<file path="config.mk">
export PLATFORM = sky130hd
export DESIGN_NAME = periph_hub
export DESIGN_NICKNAME = d
export VERILOG_FILES = /design/src/verilog/periph_bus_pkg.sv /design/src/verilog/periph_map_pkg.sv /design/src/verilog/gpio_ctrl.sv /design/src/verilog/crc16_engine.sv /design/src/verilog/pwm_byte.sv /design/src/verilog/periph_hub.sv
export SDC_FILE = /design/constraint.sdc
export NUM_CORES = 1
export LEC_CHECK = 0
export BUFFER_PORTS_ARGS = -buffer_cell sky130_fd_sc_hd__buf_4
export CAP_MARGIN = 10
export CORE_MARGIN = 8
export CORE_UTILIZATION = 60
export CTS_CLUSTER_SIZE = 40
export DETAILED_ROUTE_END_ITERATION = 7
export PLACE_DENSITY = 0.85
export SYNTH_ARGS = -nofsm -noshare
export SYNTH_HDL_FRONTEND = slang
export SYNTH_SLANG_ARGS = --single-unit
export TNS_END_PERCENT = 30
</file>
<file path="constraint.sdc">
create_clock -name clk -period 3.7 [get_ports clk]
set_input_delay 0 -clock clk [delete_from_list [all_inputs] [get_ports clk]]
set_output_delay 0 -clock clk [all_outputs]
set_load 0.03 [all_outputs]
</file>
<file path="src/verilog/periph_bus_pkg.sv">
////////////////////////////////////////
// Peripheral bus definitions
// Native data bus of the core: access
// size code, request and response
////////////////////////////////////////

package periph_bus_pkg;

    localparam int DATA_W = 32;
    localparam int ADDR_W = 11;

    // Active low size code as driven by the core
    typedef enum logic [1:0] {
        SIZE_BYTE = 2'b00,
        SIZE_HALF = 2'b01,
        SIZE_WORD = 2'b10,
        SIZE_NONE = 2'b11  // No access this cycle
    } access_size_e;

    // Request from the core, valid every cycle
    typedef struct packed {
        logic [ADDR_W-1:0] addr;
        logic [DATA_W-1:0] wdata;       // Low 8, 16 or 32 bits valid on write
        access_size_e      write_size;
        access_size_e      read_size;   // Held active until ready
    } bus_req_t;

    // Response back to the core
    typedef struct packed {
        logic [DATA_W-1:0] rdata;
        logic              ready;
    } bus_rsp_t;

endpackage

</file>
<file path="src/verilog/periph_map_pkg.sv">
////////////////////////////////////////
// Peripheral address map
// Slot numbers, register offsets and
// the pin routing types
////////////////////////////////////////

package periph_map_pkg;

    localparam int NUM_SLOTS = 16;  // Per region

    // Populated slots
    localparam logic [3:0] SLOT_GPIO = 4'd1;   // Full region
    localparam logic [3:0] SLOT_CRC  = 4'd6;   // Full region
    localparam logic [3:0] SLOT_PWM  = 4'd5;   // Byte region

    // One 8 bit pin bus per slot
    typedef logic [NUM_SLOTS-1:0][7:0] pin_bank_t;

    // GPIO register offsets within the 64 byte slot
    typedef enum logic [5:0] {
        GPIO_OUT   = 6'h00,
        GPIO_IN    = 6'h04,
        GPIO_AUDIO = 6'h10,
        GPIO_FUNC  = 6'h20  // One word per pin from here
    } gpio_reg_e;

    // CRC register offsets
    typedef enum logic [5:0] {
        CRC_DATA  = 6'h00,
        CRC_CLEAR = 6'h04
    } crc_reg_e;

    // Output function select for one pin
    typedef struct packed {
        logic       byte_region;  // Take the pin from the byte region
        logic [3:0] slot;
    } func_sel_t;

endpackage

</file>
<file path="src/verilog/gpio_ctrl.sv">
////////////////////////////////////////
// GPIO block
// Output and audio registers, input
// readback and per-pin function select
////////////////////////////////////////

`timescale 1ns/1ps

module gpio_ctrl
    import periph_bus_pkg::*;
    import periph_map_pkg::*;
(
    input  logic      clk,
    input  logic      rst_n,
    input  bus_req_t  i_req,          // Already gated by the hub
    input  logic [7:0] i_ui_in,
    input  pin_bank_t i_user_pins,
    input  pin_bank_t i_byte_pins,
    output bus_rsp_t  o_rsp,
    output logic [7:0] o_gpio_out,
    output logic [7:0] o_uo_out,
    output logic      o_audio_select
);

    logic [7:0] gpio_out_r;
    logic [2:0] audio_sel_r;
    func_sel_t  func_sel_r [8];

    logic [5:0] offset;
    logic       wr_en;
    logic       func_hit;
    logic [2:0] func_pin;

    assign offset   = i_req.addr[5:0];
    assign wr_en    = i_req.write_size != SIZE_NONE;
    assign func_hit = (offset & 6'h23) == GPIO_FUNC;  // Word aligned, 0x20 to 0x3C
    assign func_pin = offset[4:2];

    always_ff @(posedge clk) begin
        if (!rst_n) begin
            gpio_out_r  <= 8'h00;
            audio_sel_r <= 3'b000;
            // Every pin starts on the GPIO slot
            for (int p = 0; p < 8; p++) begin
                func_sel_r[p] <= '{byte_region: 1'b0, slot: SLOT_GPIO};
            end
        end else if (wr_en) begin
            if (offset == GPIO_OUT) gpio_out_r <= i_req.wdata[7:0];
            if (offset == GPIO_AUDIO) audio_sel_r <= i_req.wdata[2:0];
            if (func_hit) func_sel_r[func_pin] <= func_sel_t'(i_req.wdata[4:0]);
        end
    end

    // Register readback
    always_comb begin
        o_rsp.ready = 1'b1;
        if (func_hit) begin
            o_rsp.rdata = DATA_W'(func_sel_r[func_pin]);
        end else begin
            case (offset)
                GPIO_OUT:   o_rsp.rdata = DATA_W'(gpio_out_r);
                GPIO_IN:    o_rsp.rdata = DATA_W'(i_ui_in);
                GPIO_AUDIO: o_rsp.rdata = DATA_W'(audio_sel_r);
                default:    o_rsp.rdata = '0;
            endcase
        end
    end

    // Pin p takes bit p of the selected slot's pin bus
    always_comb begin
        for (int p = 0; p < 8; p++) begin
            if (func_sel_r[p].byte_region) begin
                o_uo_out[p] = i_byte_pins[func_sel_r[p].slot][p];
            end else begin
                o_uo_out[p] = i_user_pins[func_sel_r[p].slot][p];
            end
        end
    end

    assign o_gpio_out     = gpio_out_r;
    assign o_audio_select = audio_sel_r[2];  // Low bits kept for readback only

endmodule

</file>
<file path="src/verilog/crc16_engine.sv">
////////////////////////////////////////
// CRC-16 engine
// Bit-serial CRC-16-CCITT, MSB first,
// one data bit per clock
////////////////////////////////////////

`timescale 1ns/1ps

module crc16_engine
    import periph_bus_pkg::*;
    import periph_map_pkg::*;
#(
    parameter logic [15:0] CRC_INIT = 16'hFFFF
) (
    input  logic     clk,
    input  logic     rst_n,
    input  bus_req_t i_req,
    output bus_rsp_t o_rsp,
    output logic [7:0] o_pins
);

    localparam logic [15:0] POLY = 16'h1021;

    typedef enum logic {
        ST_IDLE,
        ST_SHIFT
    } crc_state_e;

    crc_state_e  state;
    logic [15:0] crc_r;
    logic [7:0]  shift_r;   // Data byte, MSB goes in first
    logic [2:0]  bit_cnt;

    logic [5:0]  offset;
    logic        wr_en;
    logic        start;
    logic        clear;
    logic        feedback;

    assign offset   = i_req.addr[5:0];
    assign wr_en    = i_req.write_size != SIZE_NONE;
    assign clear    = wr_en && (offset == CRC_CLEAR);
    assign start    = wr_en && (offset == CRC_DATA) && (state == ST_IDLE);  // Busy drops data
    assign feedback = crc_r[15] ^ shift_r[7];

    always_ff @(posedge clk) begin
        if (!rst_n) begin
            state   <= ST_IDLE;
            crc_r   <= CRC_INIT;
            bit_cnt <= 3'd0;
        end else if (clear) begin
            state   <= ST_IDLE;          // Also abandons a byte in flight
            crc_r   <= CRC_INIT;
        end else begin
            case (state)
                ST_IDLE: begin
                    if (start) begin
                        bit_cnt <= 3'd0;
                        state   <= ST_SHIFT;
                    end
                end
                ST_SHIFT: begin
                    crc_r   <= {crc_r[14:0], 1'b0} ^ (feedback ? POLY : 16'h0000);
                    bit_cnt <= bit_cnt + 3'd1;
                    if (bit_cnt == 3'd7) state <= ST_IDLE;
                end
                default: state <= ST_IDLE;
            endcase
        end
    end

    always_ff @(posedge clk) begin
        if (start) begin
            shift_r <= i_req.wdata[7:0];
        end else if (state == ST_SHIFT) begin
            shift_r <= {shift_r[6:0], 1'b0};
        end
    end

    // Reads stall while a byte is being shifted
    assign o_rsp.ready = state == ST_IDLE;
    assign o_rsp.rdata = (offset == CRC_DATA) ? DATA_W'(crc_r) : '0;
    assign o_pins      = crc_r[7:0];

endmodule

</file>
<file path="src/verilog/pwm_byte.sv">
////////////////////////////////////////
// 8 bit PWM
// Free-running counter compared with a
// duty register, byte slot peripheral
////////////////////////////////////////

`timescale 1ns/1ps

module pwm_byte (
    input  logic       clk,
    input  logic       rst_n,
    input  logic [3:0] i_addr,
    input  logic       i_write,
    input  logic [7:0] i_wdata,
    output logic [7:0] o_rdata,
    output logic [7:0] o_pins
);

    logic [7:0] duty_r;
    logic [7:0] count_r;
    logic       duty_hit;
    logic       wave;

    assign duty_hit = i_addr == 4'h0;

    always_ff @(posedge clk) begin
        if (!rst_n) begin
            duty_r  <= 8'h00;       // Output stays low until a duty is set
            count_r <= 8'h00;
        end else begin
            count_r <= count_r + 8'd1;  // Wraps every 256 cycles
            if (i_write && duty_hit) duty_r <= i_wdata;
        end
    end

    // High for duty_r cycles out of every 256
    assign wave = count_r < duty_r;

    assign o_rdata = duty_hit ? duty_r : 8'h00;
    assign o_pins  = {8{wave}};

endmodule

</file>
<file path="src/verilog/periph_hub.sv">
////////////////////////////////////////
// Peripheral hub
// Decodes the core's data bus to one
// slot, buffers read data until the core
// completes the read, routes pin buses
////////////////////////////////////////

`timescale 1ns/1ps

module periph_hub
    import periph_bus_pkg::*;
    import periph_map_pkg::*;
#(
    parameter logic [15:0] CRC_INIT = 16'hFFFF
) (
    input  logic     clk,
    input  logic     rst_n,
    input  logic [7:0] i_ui_in,
    input  bus_req_t i_req,
    input  logic     i_read_complete,
    output bus_rsp_t o_rsp,
    output logic [7:0] o_uo_out,
    output logic     o_audio,
    output logic     o_audio_select
);

    logic              byte_region;
    logic [3:0]        full_slot;
    logic [3:0]        byte_slot;
    logic [NUM_SLOTS-1:0] full_sel;
    logic [NUM_SLOTS-1:0] byte_sel;

    logic              read_req;
    logic              hold;
    logic              ready_r;
    logic [DATA_W-1:0] rdata_r;
    logic [DATA_W-1:0] slot_rdata;
    logic              slot_ready;
    bus_req_t          held_req;

    bus_rsp_t          full_rsp [NUM_SLOTS];
    logic [7:0]        byte_rdata [NUM_SLOTS];
    pin_bank_t         user_pins;
    pin_bank_t         byte_pins;

    bus_rsp_t          gpio_rsp;
    bus_rsp_t          crc_rsp;
    logic [7:0]        gpio_pins;
    logic [7:0]        crc_pins;
    logic [7:0]        pwm_rdata;
    logic [7:0]        pwm_pins;

    // Per-slot copy of the request, sizes forced off when not selected
    function automatic bus_req_t slot_req(bus_req_t req, logic sel);
        bus_req_t gated;
        gated = req;
        if (!sel) begin
            gated.write_size = SIZE_NONE;
            gated.read_size  = SIZE_NONE;
        end
        return gated;
    endfunction

    assign byte_region = i_req.addr[10];
    assign full_slot   = i_req.addr[9:6];
    assign byte_slot   = i_req.addr[7:4];
    assign read_req    = i_req.read_size != SIZE_NONE;

    always_comb begin
        full_sel = '0;
        byte_sel = '0;
        full_sel[full_slot] = !byte_region;
        byte_sel[byte_slot] = byte_region;
    end

    // No second read while a result is held
    always_comb begin
        held_req = i_req;
        if (ready_r) held_req.read_size = SIZE_NONE;
    end

    // Empty slots answer at once with zero
    always_comb begin
        for (int s = 0; s < NUM_SLOTS; s++) begin
            full_rsp[s]   = '{rdata: '0, ready: 1'b1};
            byte_rdata[s] = 8'h00;
            user_pins[s]  = 8'h00;
            byte_pins[s]  = 8'h00;
        end
        full_rsp[SLOT_GPIO]   = gpio_rsp;
        full_rsp[SLOT_CRC]    = crc_rsp;
        byte_rdata[SLOT_PWM]  = pwm_rdata;
        user_pins[SLOT_GPIO]  = gpio_pins;
        user_pins[SLOT_CRC]   = crc_pins;
        byte_pins[SLOT_PWM]   = pwm_pins;
    end

    always_comb begin
        if (byte_region) begin
            slot_rdata = {24'h0, byte_rdata[byte_slot]};
            slot_ready = 1'b1;                  // Byte slots never stall
        end else begin
            slot_rdata = full_rsp[full_slot].rdata;
            slot_ready = full_rsp[full_slot].ready;
        end
    end

    always_ff @(posedge clk) begin
        if (!rst_n) begin
            hold    <= 1'b0;
            ready_r <= 1'b0;
        end else begin
            if (i_read_complete) hold <= 1'b0;
            if (!hold && slot_ready && read_req) hold <= 1'b1;
            ready_r <= read_req && slot_ready;
        end
    end

    // Latched once per read
    always_ff @(posedge clk) begin
        if (!hold && slot_ready && read_req) rdata_r <= slot_rdata;
    end

    assign o_rsp.rdata = rdata_r;
    assign o_rsp.ready = ready_r || (i_req.write_size != SIZE_NONE);  // Writes never wait

    gpio_ctrl u_gpio_ctrl (
        .clk            (clk),
        .rst_n          (rst_n),
        .i_req          (slot_req(held_req, full_sel[SLOT_GPIO])),
        .i_ui_in        (i_ui_in),
        .i_user_pins    (user_pins),
        .i_byte_pins    (byte_pins),
        .o_rsp          (gpio_rsp),
        .o_gpio_out     (gpio_pins),
        .o_uo_out       (o_uo_out),
        .o_audio_select (o_audio_select)
    );

    crc16_engine #(
        .CRC_INIT (CRC_INIT)
    ) u_crc16_engine (
        .clk    (clk),
        .rst_n  (rst_n),
        .i_req  (slot_req(held_req, full_sel[SLOT_CRC])),
        .o_rsp  (crc_rsp),
        .o_pins (crc_pins)
    );

    pwm_byte u_pwm_byte (
        .clk     (clk),
        .rst_n   (rst_n),
        .i_addr  (i_req.addr[3:0]),
        .i_write (byte_sel[SLOT_PWM] && (i_req.write_size != SIZE_NONE)),
        .i_wdata (i_req.wdata[7:0]),
        .o_rdata (pwm_rdata),
        .o_pins  (pwm_pins)
    );

    assign o_audio = byte_pins[SLOT_PWM][7];

endmodule

</file>
==> results.yml <==
layout:
  fin_util_pct: 74.7
  drive_above_1_share_pct: 20.1
  diodes: 0
  syn_to_final_growth_pct: 20.8
  post-route-cell-area_um2: 6870
  fillCellCount: 570
  layout.cells.non_filler: 714
  finish.net_count: 658
pwr:
  seqPwrFrac_pct: 44.3
  leakagePower_nw: 2.55
  p_switching_mw: 0.788
  switching_share_pct: 25.0
  cellPowerDensity_nw_per_um2: 459
  clkPwrFrac_pct: 47.2
  vdd_drop_max_uv: 300
  fin_total_pwr_mw: 3.15
  intPower_mw: 2.36
  combinationalPowerShare_pct: 8.6
placed_design:
  dp_slack_ns: 1.28
  port_buffers: 60
  numPlacedInstances: 664
  dpl.hpwl_um: 10200
  gp_congestion: 0.910
  dpl_cell_area_um2: 6140
hold_path:
  min_path_type: "input pin to register"
worst_setup_path:
  path_buf_inv: 2
  endpoint_kind: "primary output"
  crit_chain: "inv_1 -> ha_1 -> a2111o_1 -> a31oi_1 -> a31oi_1 -> nor2_1 -> buf_4"
  worstPathArrival_ns: 3.03
  worst-setup-path-type: "register to primary output"
  cp_max_fo: 9
  cp.required_ns: 3.70
  crit_path_start_kind: "register"
  path_delay_family: "compound AO/OA/AOI/OAI gates"
  cp_common_cell: "a31oi_1"
  crit_path_top_delay_cell: "a31oi_1"
  slowest_delay_ns: 0.82
yosys:
  ys_ff_latch: 113
  syn_inst: 518
  synth_ff_type: "edfxtp_1"
  seq_area_frac_synth_pct: 51.1
  avgSynthCellArea_um2: 11.0
  synth-edff-count: 64
  yosys_warnings: 0
  yosys.area.top_type: "edfxtp_1"
  netlist_area_um2: 5680
  synthTopCellsByArea: "edfxtp_1 (34%), dfxtp_1 (17%), mux2i_1 (5.5%)"
  synth_top_cell_area_share_pct: 33.8
  async_reset_ff_share_pct: 0
  ys_types: 57
cts:
  cts.reportedPaths.clkPinSlew_ns: 0.06
  cts.repair_timing.setup_buffer_count: 0
  root_buffer: "clkbuf_8"
  cts_max_level: 4
  insertion_delay_ns: 0.52
  cts_buffer_depth: 2
  cts_resized: 0
  cts_tree: "done"
  clock_sinks: 113
  numCtsBuffers: 17
global_route:
  grt_first_pass_wirelength_um: 23800
  grt_antenna_before_repair: 0
  grt_max_degree: 33
  grt_use_total_pct: 24.1
  grt.overflow.total: 0
  grt_pass1_vias: 4601
drt:
  viasPerCell: 6.41
  first_iter_violations: 473
  routed_wirelength_um: 15300
  wl_per_cell_um: 21.5
  vias: 4579
  detail-route-antenna-nets: 0
  firstDrtPassIters: 6
  drc_errors: 0
die:
  die_height_um: 113
  core_region_area_um2: 9200
  rows: 35
  io_pins: 101
  die_w_um: 113
  die_area_um2: 12800
  initial_core_util_pct: 61.8
timing:
  period_needed_ns: 3.03
  tns_ns: 0
  slew_headroom_pct: 27.1
  setup_viol: 0
  tightestPinTransition_ns: 1.09
  hold_slack_ns: 0.0181
  hold_viol: 0
  period_share_pct: 82.0
  clock_skew_ns: 0.00622
  rsz0062_at_grt: "false"
  finalMaxSlewViolations: 0
  layout_setup_ws_ns: 0.667
  fmax_mhz: 330
run:
  timing.max_cap.violations: 0
run_status:
  outcome: "finished, final reports clean"
cells by family after synthesis:
family	after synthesis	share of synthesized area (%)
AND/OR/NAND/NOR	206	21.9
flip-flops	113	51.1
AO/OA/AOI/OAI	79	8.85
buffers and inverters	55	4.91
multiplexers	45	9.62
adder cells (fa/ha/maj)	10	2.20
XOR/XNOR	9	1.39
other	1	0.0660
flip-flops by register name, indices dropped and copies added, names as in the netlist, 8 cells and up:
signal	flops
u_pwm_byte.duty_r	8
rdata_r	16
u_gpio_ctrl.o_gpio_out	8
u_pwm_byte.count_r	8
u_crc16_engine.crc_r	16
u_crc16_engine.shift_r	8
u_gpio_ctrl.func_sel_r	40
layout by cell type, fill, tap and decap left out, drive strengths merged, types with 18 or more instances in the layout:
cell type     n
clkbuf       19
edfxtp       64
a21oi        23
dfxtp        49
dlygate4sd3  18
nor2         40
buf          65
and2         33
mux2i        31
nand2        32
final timing paths:
check / from / end / slack [ns] / cells after the start
worst max-delay path: u_pwm_byte.duty_r[1]$_SDFFE_PN0P_ / o_uo_out[4] / 0.67 / 7
worst min-delay path: i_req[0] / rdata_r[6]$_DFFE_PP_ / 0.02 / 3
worst max register to register: u_gpio_ctrl.func_sel_r[7][1]$_SDFFCE_PN0P_ / rdata_r[1]$_DFFE_PP_ / 1.52 / 4
worst min register to register: u_pwm_byte.count_r[0]$_SDFF_PN0_ / u_pwm_byte.count_r[0]$_SDFF_PN0_ / 0.48 / 1
layer usage:
layer / vias up / GRT usage (%) / share of wire, %
met3: 63 / 6.28 / 9.7
met2: 277 / 40.6 / 50
met5: - / 0 / 0
met1: 2197 / 26.5 / 36
li1: 2042 / - / -
met4: 0 / 15.5 / 4.2
power by group through the flow:
| stage | clock network (mW) | registers, mW | logic, mW |
|---|---|---|---|
| 3_3_place_gp | 0 | 1.42 | 0.245 |
| 3_5_place_dp | 0 | 1.42 | 0.250 |
| 4_1_cts | 1.48 | 1.39 | 0.267 |
| 2_1_floorplan | 0 | 1.43 | 0.141 |
| 5_1_grt | 1.54 | 1.40 | 0.285 |
| 6_report | 1.48 | 1.39 | 0.269 |
worst reg2reg max path: cells and delay by family (launching register included):
| kind | cells | cell delay [ns] |
|---|---|---|
| AO/OA/AOI/OAI | 3 | 0.97 |
| flip-flops | 1 | 0.43 |
| multiplexers | 1 | 0.52 |
cells in the mapped netlist (2+ instances only):
| master | instances |
|---|---|
| buf_2 | 4 |
| nor3_1 | 5 |
| a221o_1 | 3 |
| dfxtp_1 | 49 |
| mux2_2 | 7 |
| buf_4 | 16 |
| nor2_1 | 39 |
| a21oi_1 | 23 |
| xnor2_1 | 4 |
| ha_1 | 10 |
| a2111oi_0 | 3 |
| xor2_1 | 5 |
| or3_1 | 7 |
| nor2b_1 | 2 |
| nand2b_1 | 10 |
| or4bb_1 | 9 |
| clkbuf_1 | 23 |
| nor4_1 | 2 |
| a31oi_1 | 10 |
| edfxtp_1 | 64 |
| mux4_2 | 7 |
| a22o_1 | 2 |
| inv_1 | 10 |
| o21ai_0 | 15 |
| and2_1 | 33 |
| and4b_1 | 9 |
| nor3b_1 | 2 |
| o31ai_1 | 2 |
| nand3_1 | 16 |
| mux2i_1 | 31 |
| nand4b_1 | 8 |
| a211oi_1 | 3 |
| a221oi_1 | 4 |
| nand2_1 | 32 |
| nor3_2 | 2 |
| a22oi_1 | 9 |
| o22ai_1 | 2 |
| and3_1 | 17 |
final cells by class:
cell class | count | area [µm²] | area share (%)
timing repair buffer | 83 | 668 | 9.73
inverter | 10 | 37.5 | 0.547
sequential | 113 | 2900 | 42.3
multi-input combinational | 365 | 2570 | 37.4
clock buffer | 19 | 464 | 6.76
tap | 111 | 139 | 2.02
clock inverter | 13 | 85.1 | 1.24
repair_timing:
action / in CTS / in global routing
hold buffers: 18 / 0
hold endpoints to repair: 75 / 0
setup endpoints to repair: 0 / 0
No activity file was read; power rests on OpenSTA's default activity.
